## src/rtl/afu_pkg.sv

```systemverilog
package afu_pkg;

	// host control bus
	localparam int CTRL_ADDR_W = 8;
	localparam int CTRL_DATA_W = 32;

	// core memory side
	localparam int NUM_BANKS  = 2;
	localparam int BANK_CNT_W = $clog2(NUM_BANKS + 1);
	localparam int PENDING_W  = 12;

	// core reset hold after start, in cycles
	localparam int RESET_DELAY = 8;
	localparam int RESET_CTR_W = $clog2(RESET_DELAY + 1);

	localparam int DCR_ADDR_W = 12;
	localparam int DCR_DATA_W = 32;

	// register map
	localparam logic [CTRL_ADDR_W-1:0] REG_CTRL     = 8'h00;
	localparam logic [CTRL_ADDR_W-1:0] REG_GIE      = 8'h04;
	localparam logic [CTRL_ADDR_W-1:0] REG_IER      = 8'h08;
	localparam logic [CTRL_ADDR_W-1:0] REG_ISR      = 8'h0C;
	localparam logic [CTRL_ADDR_W-1:0] REG_DCR_ADDR = 8'h10;
	localparam logic [CTRL_ADDR_W-1:0] REG_DCR_DATA = 8'h14;

	// run sequencer states
	localparam int STATE_W = 2;
	localparam logic [STATE_W-1:0] ST_IDLE = 2'd0;
	localparam logic [STATE_W-1:0] ST_INIT = 2'd1;
	localparam logic [STATE_W-1:0] ST_RUN  = 2'd2;
	localparam logic [STATE_W-1:0] ST_DONE = 2'd3;

	// control word, seen as raw data or as status bits
	typedef union packed {
		logic [CTRL_DATA_W-1:0] raw;
		struct packed {
			logic [CTRL_DATA_W-4:0] rsvd;
			logic                   idle;
			logic                   done;
			logic                   start;
		} status;
	} ctrl_word_u;

endpackage

```

## src/rtl/afu_ctrl_regs.sv

```systemverilog
`timescale 1ns/10ps

module afu_ctrl_regs import afu_pkg::*; (
	input  logic                   clk,
	input  logic                   reset,

	input  logic                   ctrl_awvalid,
	output logic                   ctrl_awready,
	input  logic [CTRL_ADDR_W-1:0] ctrl_awaddr,

	input  logic                   ctrl_wvalid,
	output logic                   ctrl_wready,
	input  logic [CTRL_DATA_W-1:0] ctrl_wdata,

	output logic                   ctrl_bvalid,
	input  logic                   ctrl_bready,

	input  logic                   ctrl_arvalid,
	output logic                   ctrl_arready,
	input  logic [CTRL_ADDR_W-1:0] ctrl_araddr,

	output logic                   ctrl_rvalid,
	input  logic                   ctrl_rready,
	output logic [CTRL_DATA_W-1:0] ctrl_rdata,

	input  logic [STATE_W-1:0]     run_state,
	input  logic                   ap_done,

	output logic                   ap_start,
	output logic                   ap_ctrl_read,

	output logic                   dcr_wr_valid,
	output logic [DCR_ADDR_W-1:0]  dcr_wr_addr,
	output logic [DCR_DATA_W-1:0]  dcr_wr_data,

	output logic                   interrupt
);

	logic wr_fire;
	logic rd_fire;
	logic start_req;
	logic gie;
	logic ier;
	logic isr;
	logic ap_done_q;
	logic done_rise;
	ctrl_word_u status_word;
	logic [CTRL_DATA_W-1:0] rd_word;

	// address and data are taken together, one write in flight
	assign ctrl_awready = !ctrl_bvalid;
	assign ctrl_wready  = !ctrl_bvalid;
	assign wr_fire      = ctrl_awvalid && ctrl_wvalid && !ctrl_bvalid;

	assign ctrl_arready = !ctrl_rvalid;
	assign rd_fire      = ctrl_arvalid && !ctrl_rvalid;

	assign done_rise = ap_done && !ap_done_q;

	always_comb begin
		status_word.raw = '0;
		status_word.status.start = (run_state != ST_IDLE) && !ap_done;
		status_word.status.done  = ap_done;
		status_word.status.idle  = (run_state == ST_IDLE);
	end

	always_comb begin
		case (ctrl_araddr)
			REG_CTRL:     rd_word = status_word.raw;
			REG_GIE:      rd_word = CTRL_DATA_W'(gie);
			REG_IER:      rd_word = CTRL_DATA_W'(ier);
			REG_ISR:      rd_word = CTRL_DATA_W'(isr);
			REG_DCR_ADDR: rd_word = CTRL_DATA_W'(dcr_wr_addr);
			REG_DCR_DATA: rd_word = CTRL_DATA_W'(dcr_wr_data);
			default:      rd_word = '0;
		endcase
	end

	always_ff @(posedge clk) begin
		if (reset) begin
			ctrl_bvalid  <= 1'b0;
			ctrl_rvalid  <= 1'b0;
			start_req    <= 1'b0;
			ap_start     <= 1'b0;
			ap_ctrl_read <= 1'b0;
			dcr_wr_valid <= 1'b0;
			gie          <= 1'b0;
			ier          <= 1'b0;
			isr          <= 1'b0;
			ap_done_q    <= 1'b0;
			interrupt    <= 1'b0;
		end else begin
			if (wr_fire) begin
				ctrl_bvalid <= 1'b1;
			end else if (ctrl_bready) begin
				ctrl_bvalid <= 1'b0;
			end

			if (rd_fire) begin
				ctrl_rvalid <= 1'b1;
			end else if (ctrl_rready) begin
				ctrl_rvalid <= 1'b0;
			end

			// start goes out one cycle behind the write
			start_req <= wr_fire && (ctrl_awaddr == REG_CTRL) && ctrl_wdata[0];
			ap_start  <= start_req;

			// only a read that returned done acknowledges it
			ap_ctrl_read <= rd_fire && (ctrl_araddr == REG_CTRL) && ap_done;
			dcr_wr_valid <= wr_fire && (ctrl_awaddr == REG_DCR_DATA);

			if (wr_fire && (ctrl_awaddr == REG_GIE)) begin
				gie <= ctrl_wdata[0];
			end
			if (wr_fire && (ctrl_awaddr == REG_IER)) begin
				ier <= ctrl_wdata[0];
			end

			// a new completion wins over a clear in the same cycle
			if (done_rise) begin
				isr <= 1'b1;
			end else if (wr_fire && (ctrl_awaddr == REG_ISR) && ctrl_wdata[0]) begin
				isr <= 1'b0;
			end

			ap_done_q <= ap_done;
			interrupt <= gie && ier && isr;
		end
	end

	always_ff @(posedge clk) begin
		if (wr_fire && (ctrl_awaddr == REG_DCR_ADDR)) begin
			dcr_wr_addr <= ctrl_wdata[DCR_ADDR_W-1:0];
		end
		if (wr_fire && (ctrl_awaddr == REG_DCR_DATA)) begin
			dcr_wr_data <= ctrl_wdata[DCR_DATA_W-1:0];
		end
		if (rd_fire) begin
			ctrl_rdata <= rd_word;
		end
	end

endmodule

```

## src/rtl/afu_run_seq.sv

```systemverilog
`timescale 1ns/10ps

module afu_run_seq import afu_pkg::*; (
	input  logic               clk,
	input  logic               reset,
	input  logic               ap_start,
	input  logic               ap_ctrl_read,
	input  logic               core_busy,
	input  logic               writes_drained,
	output logic [STATE_W-1:0] run_state,
	output logic               ap_done,
	output logic               core_reset
);

	logic [RESET_CTR_W-1:0] reset_ctr;

	// done only once every memory write has been acknowledged
	assign ap_done = (run_state == ST_DONE) && writes_drained;

	always_ff @(posedge clk) begin
		if (reset) begin
			run_state  <= ST_IDLE;
			core_reset <= 1'b1;
			reset_ctr  <= '0;
		end else begin
			case (run_state)
				ST_IDLE: begin
					if (ap_start) begin
						run_state  <= ST_INIT;
						core_reset <= 1'b1;
						reset_ctr  <= RESET_CTR_W'(RESET_DELAY - 1);
					end
				end
				ST_INIT: begin
					if (core_reset) begin
						// hold the core in reset for the full delay
						if (reset_ctr == '0) begin
							core_reset <= 1'b0;
						end else begin
							reset_ctr <= reset_ctr - 1'b1;
						end
					end else if (core_busy) begin
						run_state <= ST_RUN;
					end
				end
				ST_RUN: begin
					if (!core_busy) begin
						run_state <= ST_DONE;
					end
				end
				ST_DONE: begin
					// host has read the done status
					if (ap_done && ap_ctrl_read) begin
						run_state  <= ST_IDLE;
						core_reset <= 1'b1;
					end
				end
				default: begin
					run_state <= ST_IDLE;
				end
			endcase
		end
	end

endmodule

```

## src/rtl/afu_write_tracker.sv

```systemverilog
`timescale 1ns/10ps

module afu_write_tracker import afu_pkg::*; (
	input  logic                 clk,
	input  logic                 reset,
	input  logic [NUM_BANKS-1:0] mem_awvalid,
	input  logic [NUM_BANKS-1:0] mem_awready,
	input  logic [NUM_BANKS-1:0] mem_wvalid,
	input  logic [NUM_BANKS-1:0] mem_wready,
	input  logic [NUM_BANKS-1:0] mem_bvalid,
	input  logic [NUM_BANKS-1:0] mem_bready,
	output logic                 writes_drained
);

	logic [NUM_BANKS-1:0]  aw_fire;
	logic [NUM_BANKS-1:0]  w_fire;
	logic [NUM_BANKS-1:0]  b_fire;
	logic [NUM_BANKS-1:0]  aw_seen;
	logic [NUM_BANKS-1:0]  w_seen;
	logic [NUM_BANKS-1:0]  tx_done;
	logic [BANK_CNT_W-1:0] req_cnt;
	logic [BANK_CNT_W-1:0] rsp_cnt;
	logic [PENDING_W-1:0]  pending;

	assign aw_fire = mem_awvalid & mem_awready;
	assign w_fire  = mem_wvalid & mem_wready;
	assign b_fire  = mem_bvalid & mem_bready;

	// a transaction is complete once both request halves have been seen
	assign tx_done = (aw_fire | aw_seen) & (w_fire | w_seen);

	always_ff @(posedge clk) begin
		if (reset) begin
			aw_seen <= '0;
			w_seen  <= '0;
		end else begin
			for (int i = 0; i < NUM_BANKS; i++) begin
				if (tx_done[i]) begin
					aw_seen[i] <= 1'b0;
					w_seen[i]  <= 1'b0;
				end else begin
					aw_seen[i] <= aw_seen[i] | aw_fire[i];
					w_seen[i]  <= w_seen[i] | w_fire[i];
				end
			end
		end
	end

	// completions and responses summed over the banks
	always_comb begin
		req_cnt = '0;
		rsp_cnt = '0;
		for (int i = 0; i < NUM_BANKS; i++) begin
			req_cnt = req_cnt + BANK_CNT_W'(tx_done[i]);
			rsp_cnt = rsp_cnt + BANK_CNT_W'(b_fire[i]);
		end
	end

	always_ff @(posedge clk) begin
		if (reset) begin
			pending <= '0;
		end else begin
			pending <= pending + PENDING_W'(req_cnt) - PENDING_W'(rsp_cnt);
		end
	end

	assign writes_drained = (pending == '0);

endmodule

```

## src/rtl/afu_wrap.sv

```systemverilog
`timescale 1ns/10ps

module afu_wrap import afu_pkg::*; (
	input  logic                   clk,
	input  logic                   reset,

	input  logic                   ctrl_awvalid,
	output logic                   ctrl_awready,
	input  logic [CTRL_ADDR_W-1:0] ctrl_awaddr,
	input  logic                   ctrl_wvalid,
	output logic                   ctrl_wready,
	input  logic [CTRL_DATA_W-1:0] ctrl_wdata,
	output logic                   ctrl_bvalid,
	input  logic                   ctrl_bready,
	input  logic                   ctrl_arvalid,
	output logic                   ctrl_arready,
	input  logic [CTRL_ADDR_W-1:0] ctrl_araddr,
	output logic                   ctrl_rvalid,
	input  logic                   ctrl_rready,
	output logic [CTRL_DATA_W-1:0] ctrl_rdata,

	input  logic [NUM_BANKS-1:0]   mem_awvalid,
	input  logic [NUM_BANKS-1:0]   mem_awready,
	input  logic [NUM_BANKS-1:0]   mem_wvalid,
	input  logic [NUM_BANKS-1:0]   mem_wready,
	input  logic [NUM_BANKS-1:0]   mem_bvalid,
	input  logic [NUM_BANKS-1:0]   mem_bready,

	input  logic                   core_busy,
	output logic                   core_reset,

	output logic                   dcr_wr_valid,
	output logic [DCR_ADDR_W-1:0]  dcr_wr_addr,
	output logic [DCR_DATA_W-1:0]  dcr_wr_data,

	output logic                   interrupt
);

	logic               ap_start;
	logic               ap_ctrl_read;
	logic               ap_done;
	logic               writes_drained;
	logic [STATE_W-1:0] run_state;

	afu_ctrl_regs i_ctrl_regs (
		.clk          (clk),
		.reset        (reset),
		.ctrl_awvalid (ctrl_awvalid),
		.ctrl_awready (ctrl_awready),
		.ctrl_awaddr  (ctrl_awaddr),
		.ctrl_wvalid  (ctrl_wvalid),
		.ctrl_wready  (ctrl_wready),
		.ctrl_wdata   (ctrl_wdata),
		.ctrl_bvalid  (ctrl_bvalid),
		.ctrl_bready  (ctrl_bready),
		.ctrl_arvalid (ctrl_arvalid),
		.ctrl_arready (ctrl_arready),
		.ctrl_araddr  (ctrl_araddr),
		.ctrl_rvalid  (ctrl_rvalid),
		.ctrl_rready  (ctrl_rready),
		.ctrl_rdata   (ctrl_rdata),
		.run_state    (run_state),
		.ap_done      (ap_done),
		.ap_start     (ap_start),
		.ap_ctrl_read (ap_ctrl_read),
		.dcr_wr_valid (dcr_wr_valid),
		.dcr_wr_addr  (dcr_wr_addr),
		.dcr_wr_data  (dcr_wr_data),
		.interrupt    (interrupt)
	);

	afu_run_seq i_run_seq (
		.clk            (clk),
		.reset          (reset),
		.ap_start       (ap_start),
		.ap_ctrl_read   (ap_ctrl_read),
		.core_busy      (core_busy),
		.writes_drained (writes_drained),
		.run_state      (run_state),
		.ap_done        (ap_done),
		.core_reset     (core_reset)
	);

	afu_write_tracker i_write_tracker (
		.clk            (clk),
		.reset          (reset),
		.mem_awvalid    (mem_awvalid),
		.mem_awready    (mem_awready),
		.mem_wvalid     (mem_wvalid),
		.mem_wready     (mem_wready),
		.mem_bvalid     (mem_bvalid),
		.mem_bready     (mem_bready),
		.writes_drained (writes_drained)
	);

endmodule

```

## config.mk

```make
export PLATFORM = sky130hd
export DESIGN_NAME = afu_wrap
export DESIGN_NICKNAME = d
export VERILOG_FILES = /design/src/rtl/afu_pkg.sv /design/src/rtl/afu_ctrl_regs.sv /design/src/rtl/afu_run_seq.sv /design/src/rtl/afu_write_tracker.sv /design/src/rtl/afu_wrap.sv
export SDC_FILE = /design/constraint.sdc
export NUM_CORES = 1
export LEC_CHECK = 0
export BUFFER_PORTS_ARGS = -buffer_cell sky130_fd_sc_hd__buf_2
export CORE_MARGIN = 5
export CORE_UTILIZATION = 54
export DETAILED_ROUTE_END_ITERATION = 6
export PLACE_DENSITY = 0.89
export SYNTH_ARGS = -nofsm -noshare
export SYNTH_HDL_FRONTEND = slang
export SYNTH_SLANG_ARGS = --single-unit
```

## constraint.sdc

```tcl
create_clock -name clk -period 9.5 [get_ports clk]
set_clock_uncertainty 0.1 [all_clocks]
set_input_delay 1.425 -clock clk [delete_from_list [all_inputs] [get_ports clk]]
set_output_delay 1.425 -clock clk [all_outputs]
set_load 0.02 [all_outputs]
```

# Word-level counts from Yosys, hierarchy flattened
# Index checks and enable logic that the tools add are counted.
[word_totals]
out_inout_bits = 84
word_cells = 118
regBits = 110
input_bits = 68
[op_classes]
bitwise = 10
mux = 22
reduce_logical = 39
n_addsub = 5
eq_ne = 20
[op_table]
columns = ["op", "n"]
rows = [
  ["case mux 32 bit (6 select lines)", 1],
  ["== test 8 x 4 -> 1 bit (second input constant)", 4],
  ["== test 8 x 5 -> 1 bit (second input constant)", 4],
  ["logical AND 1 bit", 19],
  ["== test 8 x 3 -> 1 bit (second input constant)", 2],
  ["zero test 8 bit", 2],
  ["adder 12 x 2 -> 12 bit", 1],
  ["zero test 12 bit", 1],
  ["two-way mux 4 bit", 3],
  ["subtractor 12 x 2 -> 12 bit", 1],
  ["two-way mux 1 bit", 10],
  ["two-way mux 2 bit", 5],
  ["inequality test 2 bit (second input constant)", 5],
  ["nonzero test 2 bit", 5],
  ["AND 2 bit", 4],
  ["case mux 2 bit (4 select lines)", 1],
  ["case mux 4 bit (2 select lines)", 1],
  ["AND reduction 5 bit", 1],
  ["adder 1 x 1 -> 2 bit", 2],
  ["== test 2 bit (second input constant)", 2],
  ["zero test 1 bit", 4],
  ["zero test 4 bit", 1],
  ["inequality test 2 x 1 -> 1 bit (second input constant)", 2],
  ["OR 1 bit", 4],
  ["9 further kinds", 11],
]

# Depth between registers and ports, before layout
# Gate-level depths: netlist (run 1).
[depth]
word_depth = 6
ltp_mapped = 12
ltp_nobuf = 12

# Cells and area by module
# From an unflattened synthesis (run 1), not the netlist that was laid out.
[hier_totals]
hier_cells = 361
area_unflattened_um2 = 4744.6
[modules_own_cells]
columns = ["module", "instances", "area_each_um2", "seq_area_each_um2", "cells_each"]
rows = [
  ["afu_ctrl_regs", 1, 3115.5, 2502.4, 180],
  ["afu_write_tracker", 1, 1113.6, 320.3, 126],
  ["afu_run_seq", 1, 515.5, 140.1, 55],
]

# Worst setup path after synthesis (run 1)
# Ideal clock, no wire load.
[synth_timing]
path_kind = "input -> register"
from = "in ctrl_awaddr[0]"
to = "reg i_ctrl_regs.dcr_wr_data[0] (enable)"
path_slack_ps = 4247
arrival_time_ps = 4684
setup_time_ps = 469
n_path_buf = 0
stages = 4
t_required_ps = 8931
path_cell_list = "or4_1 nor4_1 nand2_1 nor3b_1"
[synth_between]
elab_chain_len = 2
[synth_lines]
columns = ["element", "line_no", "source"]
rows = [
  ["start, declared", "afu_wrap.sv:9", "input logic [CTRL_ADDR_W-1:0] ctrl_awaddr,"],
  ["== test 8 x 5 -> 1 bit", "afu_ctrl_regs.sv:136", "if (wr_fire && (ctrl_awaddr == REG_DCR_DATA)) begin"],
  ["logical AND 1 bit", "afu_ctrl_regs.sv:136", ""],
  ["end signal, assigned", "afu_ctrl_regs.sv:137", "dcr_wr_data <= ctrl_wdata[DCR_DATA_W-1:0];"],
  ["end, declared", "afu_ctrl_regs.sv:34", "output logic [DCR_DATA_W-1:0] dcr_wr_data,"],
]
# Every way passes these cells.
# A chain may end at the register's enable or synchronous reset.

# Worst setup path in the final report (run 1)
[layout_timing]
from = "in mem_bvalid[1]"
to = "reg i_write_tracker.pending[11]"
[layout_between]
elab_chain_len = 3
[layout_lines]
columns = ["element", "line_no", "source"]
rows = [
  ["start, declared", "afu_wrap.sv:26", "input logic [NUM_BANKS-1:0] mem_bvalid,"],
  ["AND 2 bit", "afu_write_tracker.sv:27", "assign b_fire = mem_bvalid & mem_bready;"],
  ["adder 1 x 1 -> 2 bit", "afu_write_tracker.sv:55", "rsp_cnt = rsp_cnt + BANK_CNT_W'(b_fire[i]);"],
  ["subtractor 12 x 2 -> 12 bit", "afu_write_tracker.sv:63", "pending <= pending + PENDING_W'(req_cnt) - PENDING_W'(rsp_cnt);"],
  ["end signal, assigned", "afu_write_tracker.sv:63", ""],
  ["end, declared", "afu_write_tracker.sv:23", "logic [PENDING_W-1:0] pending;"],
]
# Every way passes these cells.

==> run metrics, run 1 <==
minimum clock period after layout roughly 4.2 ns; global-route wire length before repair about 16,000 um; number of violations of the max-capacitance limit 0; overall power of the completed layout approximately 1.2 mW; worst setup path category input pin to flop; Synth Flop Type edfxtp_1; top post-synthesis cells by area edfxtp_1 (50%), dfxtp_1 (15%), ha_1 (5.7%), and2_1 (3.3%), inv_1 (2.1%); TritonCTS clock tree yes; top cell type's share of synthesized area approximately 50%; dominant cell type by area after synthesis edfxtp_1; clock insertion delay at the later pin of the skew report 0.36 ns; tightest slew margin relative to the limit 30.1%; hold_buf cts 0; number of global-route vias before repair 3,185; layout cell share with drive strength beyond 1 35.2%; IR Drop Worst-Case VDD just under 200 uV; cts bufs inserted 9; Total Negative Setup Slacks 0 ns; half-perimeter wire length of the detailed placement result a little over 8000 um; final critical-path setup slack ~5.3 ns; required time of the critical path between 9 and 10 ns; count of buffers inserted at the top-level ports around 150; crit-path max FO 3; unrepaired setup endpoints after global routing false; Synth Cell Area between 0.004 and 0.005 mm^2; pin count of the biggest net entering global routing 34; worst-case register-to-register setup slack 6.15 ns; deepest level of the CTS H-tree 3; vertical extent of the die ~100 um; class of the tightest hold or removal check flop to flop; Layout area overhead 22.8%; number of cells on the worst reg-to-reg path 12; pins over their slew limit 0; number of sinks on the clock net 110; core area ~0.0083 mm^2; WL final 10,500 um; element type at the critical path end flop; register bit total from synthesis 110; length of the first detailed-routing pass in iterations 5; wire length per cell after detailed routing 17.0 um; Placed Instances between 500 and 600; number of DRC markers after the initial detailed-route iteration around 190; number of rows created at floorplan 33; Async S/R FF share, synth 0%; die outline width between 100 and 150 um; startpoint types input pin; highest achievable clock rate 238 MHz; all-layer global routing usage 19.4%; total setup buffers inserted after CTS 0; final setup violation count 0; buffer cell driving the clock tree root clkbuf_8; I/O pin cnt 152; Clk pin slew, worst setup/hold paths about 0.1 ns; arrival time worst endpoint approximately 4.4 ns; commonest cells after routing, fill and taps aside buf_2 (151), edfxtp_1 (76), dfxtp_1 (34), inv_1 (26), nor2_1 (25); commonest non-fill, non-tap cell in the layout buf_2; sequential cell area fraction in the yosys report between 60 and 70%; combined area of the multi-input logic cells approximately 0.0015 mm^2; slew at the pin closest to its max-slew limit between 1 and 1.5 ns; P_leak between 2 and 2.5 nW; vias between 3,000 and 4,000; number of antenna violations at the first check in global routing 2; Final Non-Filler Cells 615; synth warn 0; register area a little under 0.003 mm^2; antenna viol nets, final 0; number of cells traversed by the worst hold path 1; pre-CTS setup slack slightly below 5 ns; Avg Synthesized Cell Area about 13 um^2; Post-synth EDFFs 76; Final Hold Viols 0; Residual DRC 0; final clock period utilization by the worst path between 40% and 50%; net count after synthesis between 400 and 500; number of distinct library cells after synthesis 49; Post-Syn Instances approximately 350; die area between 0.01 and 0.015 mm^2; effective utilization at floorplan 55.5%; Final Wtd Congestion 0.805; CTS-repair resized insts 0; number of filler cells placed in the layout 597; Max Buffers Root-to-Sink 2; result of the run finished clean; Total Nets Final between 500 and 600; total overflow reported by the global router 0; P per Cell Area around 210 mW/mm^2; detailed-route vias per instance 5.38
## cells in the mapped netlist, types with 7 or more instances
cell	instances
a22o_1	9
nor2b_1	10
edfxtp_1	76
and2_1	24
nand2_1	11
nor3_1	7
ha_1	21
dfxtp_1	34
inv_1	26
a21oi_1	9
nor2_1	25
## cell type report
class	instances	area share, %
sequential	110	52.6
multi-input combinational	203	26.3
timing repair buffer	153	13.7
tap	105	2.33
clock buffer	10	2.27
inverter	26	1.73
clock inverter	6	0.955
antenna	2	0.0888
## flip-flops by register name, indices dropped and copies added, names as in the netlist, 2 cells and up
| signal | count |
|---|---|
| i_run_seq.reset_ctr | 4 |
| i_write_tracker.w_seen | 2 |
| i_write_tracker.pending | 12 |
| i_ctrl_regs.dcr_wr_data | 32 |
| i_ctrl_regs.dcr_wr_addr | 12 |
| i_ctrl_regs.ctrl_rdata | 32 |
| i_run_seq.run_state | 2 |
| i_write_tracker.aw_seen | 2 |
## metal layers
metal  track usage, %  wire, um
met5                0        11
met4             6.26       227
met3             5.32      1130
met2             34.0      5220
met1             23.1      3890
## worst max-delay path, stage by stage
cell	delay [ns]
buf_2	0.09
and2_1	0.16
fa_1	0.53
inv_1	0.05
fa_1	0.41
ha_1	0.24
fa_1	0.39
nor2b_1	0.17
o221ai_1	0.23
nand2_1	0.12
a31oi_1	0.20
mux2_2	0.34
## path summary, 6_finish.rpt
check / start / to
worst max-delay path: mem_bvalid[1] / i_write_tracker.pending[11]
worst min-delay path: i_ctrl_regs.start_req / i_ctrl_regs.ap_start
worst max register to register: i_write_tracker.aw_seen[0] / i_write_tracker.pending[11]
worst min register to register: i_ctrl_regs.start_req / i_ctrl_regs.ap_start
## cell families after synthesis
| family | share of synthesized area (%) |
|---|---|
| and+or+nand+nor | 14.2 |
| DFF | 64.6 |
| AOI/OAI and AO/OA | 7.50 |
| buffers and inverters | 3.33 |
| adders and majority gates | 7.04 |
| xor gates and xnor gates | 1.53 |
| muxes | 1.80 |
## through the flow
step	hold slack, ns	util (%)	area (um^2)
detailed placement	0.352	66.0	5450
global placement	0.328	66.0	5450
global route	0.373	68.2	5630
finish	0.367	68.2	5630
CTS	0.365	68.2	5630
floorplan	0.314	-	4590
## power breakdown
group / switching, mW / total [mW] / leakage [nW] / internal [mW]
combinational: 0.198 / 0.363 / 1.33 / 0.165
sequential: 0.0166 / 0.563 / 0.990 / 0.547
clock: 0.162 / 0.262 / 0.0894 / 0.100
Note: power is estimated with default switching activity, not from simulation.
==> run 2: changes to the inputs <==
Settings changed: CORE_UTILIZATION 54 to 50, PLACE_DENSITY 0.89 to 0.83.
Clock period 9.5 ns to 3.96 ns, I/O delays scaled along.
==> run 2 against run 1 <==
- utilization fell by 6.1 points
- first-iteration DRC count fell by 15%
- design area rose by 0.44%
- critical endpoint unchanged
==> run metrics, run 2 (synthesis gave the netlist of run 1 again) <==
result of the run finished clean; length of the first detailed-routing pass in iterations 4; commonest cells after routing, fill and taps aside buf_2 (151), edfxtp_1 (76), dfxtp_1 (34), inv_1 (26), nor2_1 (25); global-route wire length before repair about 16,000 um; minimum clock period after layout ~3.4 ns; tightest slew margin relative to the limit roughly 61%; overall power of the completed layout roughly 2.8 mW; number of filler cells placed in the layout a little over 700; total overflow reported by the global router 0; Clk pin slew, worst setup/hold paths ~0.11 ns; Total Negative Setup Slacks 0 ns; wire length per cell after detailed routing 15.9 um; Critical-path top delay cell fa_1; deepest level of the CTS H-tree 3; die outline width 106 um; P per Cell Area ~500 mW/mm^2; Max Buffers Root-to-Sink 2; CTS-repair resized insts 0; count of inserted antenna diode cells 0; arrival time worst endpoint about 3.6 ns; largest registers i_ctrl_regs.ctrl_rdata x32, i_ctrl_regs.dcr_wr_data x32; class of the tightest hold or removal check input pin to flop; count of buffers inserted at the top-level ports 151; Final Hold Viols 0; final setup violation count 0; Layout area overhead 23.3%; crit-path max FO 3; half-perimeter wire length of the detailed placement result around 7600 um; pins over their slew limit 0; required time of the critical path between 4 and 5 ns; final clock period utilization by the worst path between 80% and 90%; library cell appearing most often on the critical path fa_1; all-layer global routing usage 17.5%; number of cells on the worst reg-to-reg path 12; Residual DRC 0; number of antenna violations at the first check in global routing 0; cts bufs inserted 9; number of rows created at floorplan 35; Final Wtd Congestion around 0.84; number of DRC markers after the initial detailed-route iteration between 150 and 200; vertical extent of the die between 100 and 150 um; die area ~0.011 mm^2; critical register-to-register path endpoint i_write_tracker.pending[11]; P_leak ~2.4 nW; effective utilization at floorplan 50.4%; unrepaired setup endpoints after global routing false; number of sinks on the clock net between 100 and 150; antenna viol nets, final 0; total setup buffers inserted after CTS 0; hold_buf cts 0; buffer cell driving the clock tree root clkbuf_8; combined area of the multi-input logic cells 0.00149 mm^2; number of violations of the max-capacitance limit 0; slew at the pin closest to its max-slew limit between 0.5 and 0.6 ns; critical path's largest stage delay 0.54 ns; pin count of the biggest net entering global routing 34; number of global-route vias before repair 3,200; CP Cell Sequence buf_2 -> and2_1 -> fa_1 -> inv_1 -> fa_1 -> ha_1 -> fa_1 -> nor2b_1 -> o221ai_1 -> nand2_1 -> a31oi_1 -> mux2_2; number of cells traversed by the worst hold path 1; vias around 3,200; Reg-to-Reg Start i_write_tracker.w_seen[0]; core area 0.00911 mm^2; destination of the worst hold path i_ctrl_regs.dcr_wr_data[26]; TritonCTS clock tree yes; worst-case register-to-register setup slack approximately 0.58 ns; Total Nets Final a little under 600; worst setup path category input pin to flop; detailed-route vias per instance 5.17; I/O pin cnt around 150; highest achievable clock rate 292 MHz; layout cell share with drive strength beyond 1 between 30% and 40%; commonest non-fill, non-tap cell in the layout buf_2; register area between 0.002 and 0.003 mm^2; IR Drop Worst-Case VDD 356 uV; hold wc startpoint ctrl_wdata[26]; element type at the critical path end flop; WL final around 9900 um; clock insertion delay at the later pin of the skew report around 0.35 ns; startpoint types input pin
-- run 2: cell count changes in the layout (fill, tap and decap cells not counted), sizes merged --
cell      before  now
clkinvlp       1    2
inv           29   28
buf          153  155
diode          2    0
-- run 2: per-layer routing --
layer	GRT usage, %	up-vias	share of wire (%)	routed length (um)
met5	0	-	0	0
met4	5.18	0	1.1	106
met3	4.78	10	7.6	751
met2	32.1	125	52	5100
met1	20.0	1509	40	3930
li1	-	1568	-	-
-- run 2: stage by stage --
| step | setup WS (ns) | hold slack (ns) | instances | cell area (um^2) | utilization [%] |
|---|---|---|---|---|---|
| 4_1_cts | 0.562 | 0.287 | 621 | 5660 | 62.1 |
| 3_3_place_gp | 0.272 | 0.333 | 605 | 5480 | 60.1 |
| 2_1_floorplan | 0.457 | 0.314 | 349 | 4590 | - |
| 5_1_grt | 0.424 | 0.269 | 621 | 5660 | 62.1 |
| 3_5_place_dp | 0.171 | 0.328 | 605 | 5480 | 60.1 |
| 6_report | 0.538 | 0.307 | 621 | 5660 | 62.1 |
-- run 2: area by class of cell --
cell class              instances  share of cell area (%)
clock buffers                  10                    2.26
repair buffers                155                    13.9
multi-input cells             203                    26.3
well taps                     111                    2.45
inverters                      26                    1.72
flip-flops and latches        110                    52.4
clock inverters                 6                   0.973
-- run 2: power breakdown --
part	internal, mW	switching [mW]	leakage [nW]
combinational	0.396	0.475	1.34
sequential	1.31	0.0378	0.990
clock	0.240	0.375	0.0865
-- run 2: how the worst max path moves through the flow --
stage                                    startpoint                          end  slack [ns]  cells past startpoint
after detailed placement              mem_bvalid[1]  i_write_tracker.pending[11]        0.17                     12
final                                 mem_bvalid[1]  i_write_tracker.pending[11]        0.54                     12
after global placement                mem_bvalid[1]  i_write_tracker.pending[11]        0.27                     12
after global routing      i_write_tracker.w_seen[0]  i_write_tracker.pending[11]        0.42                     12
after floorplan                       mem_bvalid[1]  i_write_tracker.pending[11]        0.46                     11
after CTS                             mem_bvalid[1]  i_write_tracker.pending[11]        0.56                     12
-- run 2: worst max-delay path: cells and delay by family --
family                   cells  cell delay [ns]
buffers and inverters        2             0.15
multiplexers                 1             0.35
adder cells (fa/ha/maj)      4             1.58
AO/OA/AOI/OAI                2             0.45
AND/OR/NAND/NOR              3             0.46
==> run 3: changes to the inputs <==
Settings changed: CORE_ASPECT_RATIO set to 1.1.
==> run 3 against run 2 <==
- combinational power rose by 0.9%
- routed wire length increased by 7.3%
- sequential share of layout area shrank 0.16 points
- critical path type unchanged
==> run metrics, run 3 (synthesis gave the netlist of run 1 again) <==
total overflow reported by the global router 0; result of the run finished clean; family of cells with the greatest summed delay on the critical path adder cells; Placed Instances around 610; wire length per cell after detailed routing 17.0 um; length of the first detailed-routing pass in iterations 5; required time of the critical path around 4.1 ns; buffer cell driving the clock tree root clkbuf_8; number of rows created at floorplan 36; all-layer global routing usage 18.7%; Int Power 2.00 mW; arrival time worst endpoint 3.56 ns; unrepaired setup endpoints after global routing false; element type at the critical path end flop; total setup buffers inserted after CTS 0; tightest slew margin relative to the limit 38.8%; global-route wire length before repair around 16,000 um; Layout area overhead 23.7%; P_leak between 2 and 2.5 nW; Reg-to-Reg Start i_write_tracker.aw_seen[0]; number of antenna violations at the first check in global routing 0; number of DRC markers after the initial detailed-route iteration a little under 200; cts bufs inserted 9; clock share of power between 20% and 30%; Critical-path top delay cell fa_1; largest registers i_ctrl_regs.ctrl_rdata x32, i_ctrl_regs.dcr_wr_data x32; Final Hold Viols 0; IR Drop Worst-Case VDD 303 uV; class of the tightest hold or removal check input pin to flop; Residual DRC 0; switching part of the total power between 30% and 40%; detailed-route vias per instance ~5.3; I/O pin cnt 152; worst setup path category input pin to flop; final clock period utilization by the worst path about 86%; minimum clock period after layout 3.39 ns; hold wc startpoint ctrl_wdata[19]; clock insertion delay at the later pin of the skew report between 0.3 and 0.4 ns; proportion of power drawn by combinational gates a little under a third; antenna viol nets, final 0; pin count of the biggest net entering global routing 34; net switching component of the power around 900 uW; die outline width between 100 and 150 um; crit-path max FO 3; part of the power in registers 46.5%; commonest cells after routing, fill and taps aside buf_2 (151), edfxtp_1 (76), dfxtp_1 (34), inv_1 (26), nor2_1 (25); die area around 0.011 mm^2; number of sinks on the clock net 110; highest achievable clock rate a little under 300 MHz; count of buffers inserted at the top-level ports 151; Total Nets Final around 600; startpoint types input pin; Final Wtd Congestion about 0.85; P per Cell Area approximately 500 mW/mm^2; CP Buf/Inv Count 2; slew at the pin closest to its max-slew limit 0.917 ns; core area around 0.0089 mm^2; layout cell share with drive strength beyond 1 between 30% and 40%; WL final 10,600 um; vias 3,321; commonest non-fill, non-tap cell in the layout buf_2; pins over their slew limit 0; final setup violation count 0; half-perimeter wire length of the detailed placement result between 8000 and 9000 um; Clk pin slew, worst setup/hold paths around 0.10 ns; vertical extent of the die approximately 110 um; effective utilization at floorplan between 50% and 60%; TritonCTS clock tree yes; Max Buffers Root-to-Sink 2; deepest level of the CTS H-tree 3; Final Non-Filler Cells 624; CP startpoint mem_bvalid[1]; number of violations of the max-capacitance limit 0; critical path's largest stage delay 0.54 ns; hold slack final around 0.3 ns; Total Negative Setup Slacks 0 ns; CTS-repair resized insts 0; number of global-route vias before repair ~3,400; CP Cell Sequence buf_2 -> and2_1 -> fa_1 -> inv_1 -> fa_1 -> ha_1 -> fa_1 -> nor2b_1 -> o221ai_1 -> nand2_1 -> a31oi_1 -> mux2_2; hold_buf cts 0; library cell appearing most often on the critical path fa_1
-- run 3: cell types whose count changed in the layout (fill, tap and decap cells not counted), sizes merged --
cell	previous run	this run
buf	155	154
clkinv	2	1
bufinv	0	1
diode	0	1
-- run 3: cell type report --
type | count | area, um^2
Fill cell | 676 | 3240
Sequential cell | 110 | 2960
Multi-Input combinational cell | 203 | 1500
Timing Repair Buffer | 154 | 778
Tap cell | 114 | 143
Clock buffer | 10 | 128
Inverter | 26 | 97.6
Clock inverter | 6 | 68.8
Antenna cell | 1 | 2.50
-- run 3: worst register-to-register path: stages (launching register included) --
cell      delay, ns
dfxtp_1        0.32
a21o_1         0.11
nand2_1        0.07
fa_1           0.48
inv_1          0.05
fa_1           0.41
ha_1           0.25
fa_1           0.39
nor2b_1        0.18
o221ai_1       0.22
nand2_1        0.12
a31oi_1        0.20
mux2_2         0.34
-- run 3: final timing paths --
| kind | to | slack (ns) | depth (start not counted) |
|---|---|---|---|
| setup / recovery | i_write_tracker.pending[11] | 0.57 | 12 |
| hold / removal | i_ctrl_regs.dcr_wr_data[19] | 0.30 | 1 |
| setup reg to reg | i_write_tracker.pending[11] | 0.61 | 12 |
| hold reg to reg | i_ctrl_regs.ap_start | 0.35 | 1 |
-- run 3: power by group through the flow --
stage	registers, mW	clock network [mW]	logic (mW)
final	1.35	0.675	0.879
after global routing	1.36	0.740	0.993
after CTS	1.35	0.685	0.881
after detailed placement	1.38	0	0.872
after global placement	1.37	0	0.833
after floorplan	1.40	0	0.646
-- run 3: through the flow --
| step | instance area [um^2] | setup slack, ns | total power, mW | util (%) |
|---|---|---|---|---|
| 2_1_floorplan | 4590 | 0.457 | 2.04 | - |
| 3_3_place_gp | 5480 | 0.274 | 2.21 | 61.4 |
| 3_5_place_dp | 5480 | 0.197 | 2.25 | 61.4 |
| 4_1_cts | 5670 | 0.594 | 2.92 | 63.6 |
| 5_1_grt | 5670 | 0.424 | 3.09 | 63.6 |
| 6_report | 5680 | 0.568 | 2.91 | 63.6 |
-- run 3: routing by layer --
metal	global-route usage (%)	up-vias	wire, um
met2	32.4	162	5320
met3	6.31	17	1200
met5	0	-	0
met1	21.0	1575	3860
met4	6.65	0	227
li1	-	1567	-
